**src/pcs_rx_pkg.sv**
```systemverilog
// PCS receive deskew shared definitions
// block widths, alignment marker field view and the per-lane marker table
`default_nettype none

package pcs_rx_pkg;

	localparam int BLOCK_W   = 66; // 2-bit sync header + 64-bit payload
	localparam int PAYLOAD_W = 64;
	localparam int LANE_ID_W = 2;
	localparam int AM_LANE_N = 1 << LANE_ID_W; // entries in the marker table
	localparam int AM_MARK_W = 24; // m0..m2

	// control block sync header
	localparam logic [1:0] AM_SYNC = 2'b10;

	// alignment marker payload, m0 in the top byte
	typedef struct packed {
		logic [7:0] m0;
		logic [7:0] m1;
		logic [7:0] m2;
		logic [7:0] bip3;
		logic [7:0] m4;
		logic [7:0] m5;
		logic [7:0] m6;
		logic [7:0] bip7;
	} am_fields_s;

	// one payload word, seen either raw or as marker fields
	typedef union packed {
		logic [PAYLOAD_W-1:0] raw;
		am_fields_s           am;
	} am_payload_u;

	// {m0, m1, m2} for a logical lane, m4..m6 are their complements
	function automatic logic [AM_MARK_W-1:0] am_marker_table(
		input logic [LANE_ID_W-1:0] lane
	);
		case (lane)
			2'd0:    return 24'h907647;
			2'd1:    return 24'hF0C4E6;
			2'd2:    return 24'hC5659B;
			default: return 24'hA2793D;
		endcase
	endfunction

endpackage

`default_nettype wire
```
**src/pcs_rx_deskew.sv**
```systemverilog
// Multi-lane PCS receive deskew
// per-lane marker lock and deskew buffer, a shared lane controller
// and a final reorder into logical lane order
`default_nettype none

module pcs_rx_deskew #(
	parameter int NUM_LANES        = 4,
	parameter int AM_PERIOD        = 64, // 16384 on real links
	parameter int MAX_SKEW_BLOCK_N = 8
)(
	input  wire                                             clk,
	input  wire                                             nreset,

	input  wire [NUM_LANES-1:0][pcs_rx_pkg::BLOCK_W-1:0]    lane_data_i,

	output wire [NUM_LANES-1:0][pcs_rx_pkg::BLOCK_W-1:0]    data_o,
	output wire                                             aligned_o,
	output wire [NUM_LANES-1:0]                             lane_lock_o
);
import pcs_rx_pkg::*;

wire [NUM_LANES-1:0][BLOCK_W-1:0]   lock_data;   // after marker lock stage
wire [NUM_LANES-1:0][BLOCK_W-1:0]   deskew_data; // after deskew buffers
wire [NUM_LANES-1:0]                am_v;
wire [NUM_LANES-1:0]                lock_lost;
wire [NUM_LANES-1:0][LANE_ID_W-1:0] lane_id;
wire                                lock_full;

for (genvar l = 0; l < NUM_LANES; l++) begin : g_lane
	am_lock_lane_rx #(
		.AM_PERIOD(AM_PERIOD)
	) am_lock_i (
		.clk           (clk),
		.nreset        (nreset),
		.data_i        (lane_data_i[l]),
		.data_o        (lock_data[l]),
		.am_v_o        (am_v[l]),
		.lock_o        (lane_lock_o[l]),
		.lock_lost_v_o (lock_lost[l]),
		.lane_id_o     (lane_id[l])
	);

	deskew_lane_rx #(
		.MAX_SKEW_BLOCK_N(MAX_SKEW_BLOCK_N)
	) deskew_i (
		.clk         (clk),
		.nreset      (nreset),
		.am_v_i      (am_v[l]),
		.lock_full_i (lock_full),
		.data_i      (lock_data[l]),
		.data_o      (deskew_data[l])
	);
end

deskew_ctrl_rx #(
	.NUM_LANES(NUM_LANES)
) ctrl_i (
	.clk           (clk),
	.nreset        (nreset),
	.am_v_i        (am_v),
	.lock_i        (lane_lock_o),
	.lock_lost_v_i (lock_lost),
	.lock_full_o   (lock_full)
);

lane_reorder_rx #(
	.NUM_LANES(NUM_LANES)
) reorder_i (
	.clk         (clk),
	.nreset      (nreset),
	.lane_id_i   (lane_id),
	.lock_full_i (lock_full),
	.data_i      (deskew_data),
	.data_o      (data_o),
	.aligned_o   (aligned_o)
);

endmodule

`default_nettype wire

```
**src/lane_reorder_rx.sv**
```systemverilog
// Lane reorder
// registered crossbar putting each physical lane on the output lane
// named by its captured marker lane number
`default_nettype none

module lane_reorder_rx #(
	parameter int NUM_LANES = 4
)(
	input  wire                                               clk,
	input  wire                                               nreset,

	input  wire  [NUM_LANES-1:0][pcs_rx_pkg::LANE_ID_W-1:0]   lane_id_i,
	input  wire                                               lock_full_i,
	input  wire  [NUM_LANES-1:0][pcs_rx_pkg::BLOCK_W-1:0]     data_i,

	output logic [NUM_LANES-1:0][pcs_rx_pkg::BLOCK_W-1:0]     data_o, // logical order
	output logic                                              aligned_o
);
import pcs_rx_pkg::*;

logic [NUM_LANES-1:0][BLOCK_W-1:0] xbar;
logic [NUM_LANES-1:0][BLOCK_W-1:0] data_q;
logic                              aligned_q;

// for logical lane k pick the physical lane carrying lane number k
always_comb begin
	for (int k = 0; k < NUM_LANES; k++) begin
		xbar[k] = data_i[k]; // straight through when no lane claims k
		for (int p = 0; p < NUM_LANES; p++) begin
			if (lane_id_i[p] == LANE_ID_W'(k)) begin
				xbar[k] = data_i[p];
			end
		end
	end
end

always_ff @(posedge clk) begin
	data_q <= xbar;
end

// aligned follows lock_full through the same register stage as the data
always_ff @(posedge clk) begin
	if (!nreset) begin
		aligned_q <= 1'b0;
	end else begin
		aligned_q <= lock_full_i;
	end
end

assign data_o = data_q;
assign aligned_o = aligned_q;

endmodule

`default_nettype wire

```
**src/deskew_lane_rx.sv**
```systemverilog
// Deskew buffer for one lane
// counts blocks since this lane's marker until all lanes have reported,
// then reads a shift buffer at that count to line up with the slowest lane
`default_nettype none

module deskew_lane_rx #(
	parameter int MAX_SKEW_BLOCK_N = 8
)(
	input  wire                             clk,
	input  wire                             nreset,

	input  wire                             am_v_i,
	input  wire                             lock_full_i,
	input  wire  [pcs_rx_pkg::BLOCK_W-1:0]  data_i,

	output logic [pcs_rx_pkg::BLOCK_W-1:0]  data_o // input delayed by skew+1
);
import pcs_rx_pkg::*;

localparam int SKEW_CNT_W = (MAX_SKEW_BLOCK_N > 1) ? $clog2(MAX_SKEW_BLOCK_N) : 1;

logic [SKEW_CNT_W-1:0] skew_q;
logic [SKEW_CNT_W-1:0] skew_next;
logic                  skew_en;
logic [BLOCK_W-1:0]    buff_q [MAX_SKEW_BLOCK_N];
logic [BLOCK_W-1:0]    buff_rd;

// the marker loads -1, lock_full lands two cycles after the last
// lane's marker so that lane settles at 0 and earlier lanes at their lead
assign skew_next = am_v_i ? '1 : skew_q + 1'b1;
assign skew_en = ~lock_full_i; // frozen once all lanes are in

always_ff @(posedge clk) begin
	if (!nreset) begin
		skew_q <= '0;
	end else if (skew_en) begin
		skew_q <= skew_next;
	end
end

// shift buffer, entry 0 is the newest block
always_ff @(posedge clk) begin
	buff_q[0] <= data_i;
	for (int i = 1; i < MAX_SKEW_BLOCK_N; i++) begin
		buff_q[i] <= buff_q[i-1];
	end
end

// read pointer is the skew count
always_comb begin
	buff_rd = buff_q[0];
	for (int i = 0; i < MAX_SKEW_BLOCK_N; i++) begin
		if (skew_q == SKEW_CNT_W'(i)) begin
			buff_rd = buff_q[i];
		end
	end
end

assign data_o = buff_rd;

endmodule

`default_nettype wire

```
**src/deskew_ctrl_rx.sv**
```systemverilog
// Deskew lane controller
// collects one marker per locked lane and raises lock_full once all
// lanes have reported, any lock loss starts the gathering over
`default_nettype none

module deskew_ctrl_rx #(
	parameter int NUM_LANES = 4
)(
	input  wire                  clk,
	input  wire                  nreset,

	input  wire [NUM_LANES-1:0]  am_v_i,
	input  wire [NUM_LANES-1:0]  lock_i,
	input  wire [NUM_LANES-1:0]  lock_lost_v_i,

	output logic                 lock_full_o // every lane has seen its marker
);

logic [NUM_LANES-1:0] seen_q;
logic                 all_lock_q;
logic                 lock_full_q;
logic                 all_lock;
logic                 any_lost;

assign all_lock = &lock_i;
assign any_lost = |lock_lost_v_i;

always_ff @(posedge clk) begin
	if (!nreset) begin
		seen_q      <= '0;
		all_lock_q  <= 1'b0;
		lock_full_q <= 1'b0;
	end else begin
		all_lock_q <= all_lock;
		if (any_lost) begin
			seen_q      <= '0;
			lock_full_q <= 1'b0;
		end else begin
			// the marker that completes a lane's lock is not counted,
			// gathering starts with the next full round of markers
			if (all_lock && all_lock_q) begin
				seen_q <= seen_q | am_v_i;
			end
			lock_full_q <= lock_full_q | (&seen_q); // sticky until a loss
		end
	end
end

assign lock_full_o = lock_full_q;

endmodule

`default_nettype wire

```
**src/am_lock_lane_rx.sv**
```systemverilog
// Alignment marker lock for one physical lane
// finds markers from the table, verifies one period later and locks,
// then keeps the captured logical lane number while markers keep coming
`default_nettype none

module am_lock_lane_rx #(
	parameter int AM_PERIOD = 64
)(
	input  wire                               clk,
	input  wire                               nreset,

	input  wire  [pcs_rx_pkg::BLOCK_W-1:0]    data_i,

	output logic [pcs_rx_pkg::BLOCK_W-1:0]    data_o,
	output logic                              am_v_o, // marker on data_o this cycle
	output logic                              lock_o,
	output logic                              lock_lost_v_o,
	output logic [pcs_rx_pkg::LANE_ID_W-1:0]  lane_id_o
);
import pcs_rx_pkg::*;

localparam int CNT_W = (AM_PERIOD > 1) ? $clog2(AM_PERIOD) : 1;
localparam logic [CNT_W-1:0] CNT_LAST = CNT_W'(AM_PERIOD - 1);
localparam logic [CNT_W-1:0] CNT_FIRST = CNT_W'(1); // block right after a marker

localparam logic [1:0] ST_SEARCH = 2'd0;
localparam logic [1:0] ST_VERIFY = 2'd1;
localparam logic [1:0] ST_LOCKED = 2'd2;

am_payload_u           payload;
logic [AM_MARK_W-1:0]  marker;
logic                  am_match;
logic [LANE_ID_W-1:0]  match_id;
logic                  at_exp;
logic [CNT_W-1:0]      cnt_q;
logic [CNT_W-1:0]      cnt_next;
logic [1:0]            state_q;
logic [LANE_ID_W-1:0]  id_q;
logic                  am_v_q;
logic                  lost_q;
logic [BLOCK_W-1:0]    data_q;

// match the incoming block against every table entry
always_comb begin
	payload.raw = data_i[PAYLOAD_W-1:0];
	marker = '0;
	am_match = 1'b0;
	match_id = '0;
	for (int l = 0; l < AM_LANE_N; l++) begin
		marker = am_marker_table(l[LANE_ID_W-1:0]);
		if (data_i[BLOCK_W-1:PAYLOAD_W] == AM_SYNC &&
		    {payload.am.m0, payload.am.m1, payload.am.m2} == marker &&
		    {payload.am.m4, payload.am.m5, payload.am.m6} == ~marker) begin
			am_match = 1'b1;
			match_id = l[LANE_ID_W-1:0];
		end
	end
end

// block position within the marker period
assign cnt_next = (cnt_q == CNT_LAST) ? '0 : cnt_q + 1'b1;
assign at_exp = (cnt_q == '0);

always_ff @(posedge clk) begin
	if (!nreset) begin
		state_q <= ST_SEARCH;
		cnt_q   <= '0;
		id_q    <= '0;
		am_v_q  <= 1'b0;
		lost_q  <= 1'b0;
	end else begin
		am_v_q <= 1'b0;
		lost_q <= 1'b0;
		cnt_q  <= cnt_next;
		case (state_q)
			ST_SEARCH: begin
				if (am_match) begin
					state_q <= ST_VERIFY;
					id_q    <= match_id;
					cnt_q   <= CNT_FIRST;
					am_v_q  <= 1'b1;
				end
			end
			ST_VERIFY: begin
				if (am_match && at_exp && match_id == id_q) begin
					state_q <= ST_LOCKED; // second marker, one period on
					am_v_q  <= 1'b1;
				end else if (am_match) begin
					id_q   <= match_id; // restart from this marker
					cnt_q  <= CNT_FIRST;
					am_v_q <= 1'b1;
				end else if (at_exp) begin
					state_q <= ST_SEARCH;
				end
			end
			ST_LOCKED: begin
				if (at_exp) begin
					if (am_match && match_id == id_q) begin
						am_v_q <= 1'b1;
					end else begin
						state_q <= ST_SEARCH;
						lost_q  <= 1'b1;
					end
				end
			end
			default: state_q <= ST_SEARCH;
		endcase
	end
end

// payload pipe
always_ff @(posedge clk) begin
	data_q <= data_i;
end

assign data_o = data_q;
assign am_v_o = am_v_q;
assign lock_o = (state_q == ST_LOCKED);
assign lock_lost_v_o = lost_q;
assign lane_id_o = id_q;

endmodule

`default_nettype wire

```
**config.mk**
```make
export PLATFORM = sky130hd
export DESIGN_NAME = pcs_rx_deskew
export DESIGN_NICKNAME = d
export VERILOG_FILES = /design/src/pcs_rx_pkg.sv /design/src/pcs_rx_deskew.sv /design/src/lane_reorder_rx.sv /design/src/deskew_lane_rx.sv /design/src/deskew_ctrl_rx.sv /design/src/am_lock_lane_rx.sv
export SDC_FILE = /design/constraint.sdc
export NUM_CORES = 2
export LEC_CHECK = 0
export ABC_AREA = 0
export BUFFER_PORTS_ARGS = -buffer_cell sky130_fd_sc_hd__buf_2
export CAP_MARGIN = 25
export CORE_UTILIZATION = 35
export DETAILED_ROUTE_END_ITERATION = 10
export SETUP_SLACK_MARGIN = 0.5
export SYNTH_ARGS = -nofsm -noshare
export SYNTH_HDL_FRONTEND = slang
export SYNTH_SLANG_ARGS = --single-unit
```
**constraint.sdc**
```tcl
create_clock -name clk -period 8 [get_ports clk]
set_input_delay 0.4 -clock clk [delete_from_list [all_inputs] [get_ports clk]]
set_output_delay 0.4 -clock clk [all_outputs]
set_load 0.005 [all_outputs]
```
==> results by stage <==
Logic synthesis:
- The flip-flop and latch count after synthesis is 2707.
- Among all flip-flop cells after synthesis, the most frequent one is sky130_fd_sc_hd__dfxtp_1.
- The synthesized-area fraction occupied by ao, oa, aoi and oai cells was 0.191.
- The post-synthesis async set-or-reset flop share is 0.
- The proportion of synthesized chip area in sequential cells is 0.654.
- The share of synthesized area in the top cell type comes to 0.654.
- Of the total synthesized cell area, the portion taken by full adders, half adders and majority gates is 0.00483.
- Sorting the synthesized cells by how often they occur yields sky130_fd_sc_hd__dfxtp_1 (2707), sky130_fd_sc_hd__nor2_1 (564), sky130_fd_sc_hd__nand2_1 (508).
- The summed instance area of the synthesized netlist is 82900 um2.
- The share of the synthesized netlist area taken by xor and xnor gates is 0.00201.
- Summed over all instances, the cell type with the most area after synthesis is sky130_fd_sc_hd__dfxtp_1.
- After technology mapping, the gate count stands at 7453.
- The unique cell type count in the Yosys netlist is 84.
- Yosys instantiated no cell more often than sky130_fd_sc_hd__dfxtp_1.
- Of the total synthesized cell area, the portion taken by AND, OR, NAND and NOR gates is 0.0936.
- The mean instance size in the synthesized netlist is 11.1 um2.
- When the netlist entered floorplanning its net count stood at 7751.
- In the post-synthesis netlist, the biggest area contributors are sky130_fd_sc_hd__dfxtp_1 (65%), sky130_fd_sc_hd__nor2_1 (2.6%), sky130_fd_sc_hd__a21oi_1 (2.5%).
- The combinational family with the most area after synthesis is compound AO/OA/AOI/OAI gates.
- The synthesized design contains 0 enable-type register cells.
- For this run, the number of Yosys warnings is 0.
- Measured against the total synthesized area, the mux share comes to 0.0249.

Clock network:
- The clock tree synthesis step divided the H-tree into 5 levels.
- The CTS tree is built.
- The total clock buffers created by CTS is 294.
- Clock tree synthesis found a total of 2707 sinks.
- After clock tree synthesis, the clock-pin slew on the worst setup and hold paths is 0.07 ns.
- Counting along the longest clock path gives a buffer depth of 4.
- The total of cells resized after clock tree synthesis is 0.
- The number of buffers inserted for hold repair after clock tree synthesis is 265.
- The later pin in the worst-skew pair is clocked with a latency of 0.95 ns.
- The number of setup buffers added after CTS is 0.
- CTS placed an instance of sky130_fd_sc_hd__clkbuf_16 at the clock tree root.

Timing:
- The smallest clock period supported by the final layout is computed as 4.75 ns.
- The final critical-path share of the clock period is 0.594.
- The transition time at the pin with the least slew margin is 1.23 ns.
- Setup violations remaining at the end of the flow were counted as 0.
- The final number of hold-violating endpoints is 0.
- Based on the critical path, the design can be clocked at up to 211 MHz.
- The setup clock skew after layout is 0.0941 ns.
- Measured against its own limit, the worst slew margin works out to 0.174.
- The aggregate negative setup slack is 0 ns.
- Setup repair after global routing left no endpoint under its margin.
- The final count of pins violating max slew is 0.
- The worst hold margin is 0.0879 ns.

Floorplanning:
- The area enclosed by the die boundary is 239000 um2.
- The x dimension of the die is 489 um.
- Row generation in the floorplan step produced 178 rows.
- The area inside the core boundary is 235000 um2.
- The height of the die is 489 um.
- 535 I/O pins were placed.
- The initial core utilization is 0.352.

Pwr:
- The ratio of total power to cell area is 320 nW/um2.
- Across the VDD grid, the largest voltage drop is 0.233 mV.
- The static leakage is 40.5 nW.

Detailed routing:
- The detailed-route via count is 62500.
- The average via count per standard cell is 5.43.
- The DRC violation count after routing is 0.
- The detailed router finished its first iteration with 5998 violations.
- After detailed routing, the total wire length is 305 mm.
- The wire length per cell after detailed routing is 26.5 um.
- In this run the remaining antenna-violating nets after routing total 0.
- The number of iterations in the first detailed-routing pass is 6.

GRT:
- The number of global-route vias before repair came to 60500.
- The pin count of the biggest net entering global routing is 90.
- The number of antenna violations at the first check in global routing is 26.
- Across every metal layer, demand over resource in global routing totals 0.247.
- The final global-route overflow total is 0.
- The first global-routing pass estimated 429 mm of wire.

Place:
- The routability congestion estimate is 0.908.
- Summed over all nets, the half-perimeter wirelength after detailed placement is 207 mm.
- The number of port buffers is 534.

Critical path:
- STA puts the critical path data required time at 8.74 ns.
- At the worst endpoint, the arrival time is 5.49 ns.
- The highest net fanout along the worst path is 56.
- STA classifies the critical path startpoint as a flop.
- The worst register-to-register path has a setup slack of 3.25 ns.
- The start-to-end type of the worst setup path is reg -> reg.
- STA classifies the critical path endpoint as a flop.

Cells and area:
- At the end of the flow, the number of nets in the layout was 8440.
- The layout overhead on the synthesized area is 21.9%.
- The share of layout cells above drive strength 1 is 0.160.

Run status:
- The run finished with clean final reports.

Job:
- Across the run, the number of max-cap violations was 0.

Worst hold path:
- The worst min-delay path category is in -> reg.
==> where the power goes <==
part	switching, W	internal (W)
Sequential	0.000797	0.0145
Combinational	0.00218	0.00135
Clock	0.00536	0.00817
==> cells by family (layout without fill, tap and decap cells) <==
family | Yosys count | in the layout
DFF | 2707 | 2707
AOI/OAI and AO/OA | 2295 | 2295
and+or+nand+nor | 1608 | 1608
buffers and inverters | 587 | 1482
muxes | 205 | 205
adders and majority gates | 32 | 32
xor gates and xnor gates | 19 | 19
other | 0 | 12
==> final cells by class <==
| type | count | area, um2 |
|---|---|---|
| Sequential cell | 2707 | 54200 |
| Antenna cell | 12 | 30.0 |
| Timing Repair Buffer | 941 | 6520 |
| Fill cell | 21800 | 134000 |
| Inverter | 39 | 146 |
| Clock inverter | 89 | 1120 |
| Multi-Input combinational cell | 4159 | 26600 |
| Clock buffer | 413 | 8510 |
| Tap cell | 3150 | 3940 |
==> state kept, by name, indices dropped and copies added, names as in the netlist <==
name / count
g_lane.deskew_i.buff_q: 2112
g_lane.am_lock_i.am_v_o: 4
reorder_i.data_o: 264
ctrl_i.lock_full_o: 1
reorder_i.aligned_o: 1
g_lane.deskew_i.skew_q: 12
ctrl_i.seen_q: 4
g_lane.am_lock_i.lane_id_o: 8
g_lane.am_lock_i.data_o: 264
ctrl_i.all_lock_q: 1
g_lane.am_lock_i.cnt_q: 24
g_lane.am_lock_i.lock_lost_v_o: 4
g_lane.am_lock_i.state_q: 8
==> path summary, 6_finish.rpt <==
path                                           from                                 to  cells past startpoint
setup / recovery       g_lane[1].deskew_i.skew_q[0]              reorder_i.data_o[152]                     14
hold reg to reg   g_lane[3].deskew_i.buff_q[1][195]  g_lane[3].deskew_i.buff_q[1][261]                      0
setup reg to reg       g_lane[1].deskew_i.skew_q[0]              reorder_i.data_o[152]                     14
hold / removal                     lane_data_i[132]      g_lane[2].am_lock_i.data_o[0]                      2
==> per-layer routing <==
metal	track usage	vias to the layer above	routed length, um
li1	-	28400	-
met1	0.313	30400	125000
met2	0.371	2948	131000
met3	0.0506	754	22800
met4	0.184	8	25500
met5	0	-	53
==> metrics by stage <==
| stage | power [W] | setup slack, ns | utilization | std cells | cell area, um2 |
|---|---|---|---|---|---|
| 3_5_place_dp | 0.0188 | 3.35 | 0.376 | 10700 | 88600 |
| 6_report | 0.0323 | 3.25 | 0.429 | 11500 | 101000 |
| 3_3_place_gp | 0.0188 | 3.34 | 0.376 | 10700 | 88400 |
| 5_1_grt | 0.0333 | 3.06 | 0.429 | 11500 | 101000 |
| 4_1_cts | 0.0324 | 3.31 | 0.429 | 11500 | 101000 |
| 2_1_floorplan | 0.0168 | 5.35 | - | 7453 | 82900 |
==> cells in the final DEF, fill, tap and decap left out, types with 34 or more instances in the layout <==
| cell type | count |
|---|---|
| sky130_fd_sc_hd__o22ai_1 | 195 |
| sky130_fd_sc_hd__a31oi_1 | 70 |
| sky130_fd_sc_hd__dfxtp_1 | 2705 |
| sky130_fd_sc_hd__dlygate4sd3_1 | 265 |
| sky130_fd_sc_hd__nand2b_1 | 35 |
| sky130_fd_sc_hd__clkinv_2 | 44 |
| sky130_fd_sc_hd__a22oi_1 | 59 |
| sky130_fd_sc_hd__a211oi_1 | 133 |
| sky130_fd_sc_hd__clkbuf_16 | 301 |
| sky130_fd_sc_hd__a221o_1 | 87 |
| sky130_fd_sc_hd__a2bb2oi_1 | 45 |
| sky130_fd_sc_hd__o31ai_1 | 34 |
| sky130_fd_sc_hd__o211ai_1 | 214 |
| sky130_fd_sc_hd__mux2i_1 | 193 |
| sky130_fd_sc_hd__o21ai_1 | 71 |
| sky130_fd_sc_hd__nand2_1 | 495 |
| sky130_fd_sc_hd__clkbuf_1 | 56 |
| sky130_fd_sc_hd__nor2b_1 | 66 |
| sky130_fd_sc_hd__nand3_1 | 54 |
| sky130_fd_sc_hd__a211o_1 | 86 |
| sky130_fd_sc_hd__nand3b_1 | 47 |
| sky130_fd_sc_hd__o311ai_0 | 44 |
| sky130_fd_sc_hd__clkbuf_8 | 58 |
| sky130_fd_sc_hd__nor2_1 | 556 |
| sky130_fd_sc_hd__o221ai_1 | 146 |
| sky130_fd_sc_hd__o21ai_0 | 399 |
| sky130_fd_sc_hd__buf_2 | 535 |
| sky130_fd_sc_hd__buf_4 | 126 |
| sky130_fd_sc_hd__a21oi_1 | 408 |
| sky130_fd_sc_hd__a21o_1 | 57 |
| sky130_fd_sc_hd__o21bai_1 | 42 |
| sky130_fd_sc_hd__a221oi_1 | 37 |
| sky130_fd_sc_hd__inv_1 | 35 |
==> critical path: stages (launching register included) <==
cell	delay (ns)
sky130_fd_sc_hd__dfxtp_1	0.41
sky130_fd_sc_hd__inv_1	0.13
sky130_fd_sc_hd__ha_4	0.41
sky130_fd_sc_hd__and2_4	0.38
sky130_fd_sc_hd__a211oi_4	0.83
sky130_fd_sc_hd__buf_4	0.44
sky130_fd_sc_hd__buf_4	0.45
sky130_fd_sc_hd__a31oi_1	0.15
sky130_fd_sc_hd__a221o_1	0.31
sky130_fd_sc_hd__o221ai_1	0.13
sky130_fd_sc_hd__buf_4	0.29
sky130_fd_sc_hd__buf_4	0.16
sky130_fd_sc_hd__o22ai_1	0.08
sky130_fd_sc_hd__a211oi_1	0.28
sky130_fd_sc_hd__a21oi_1	0.07
Power figures use the tool's default switching activity.
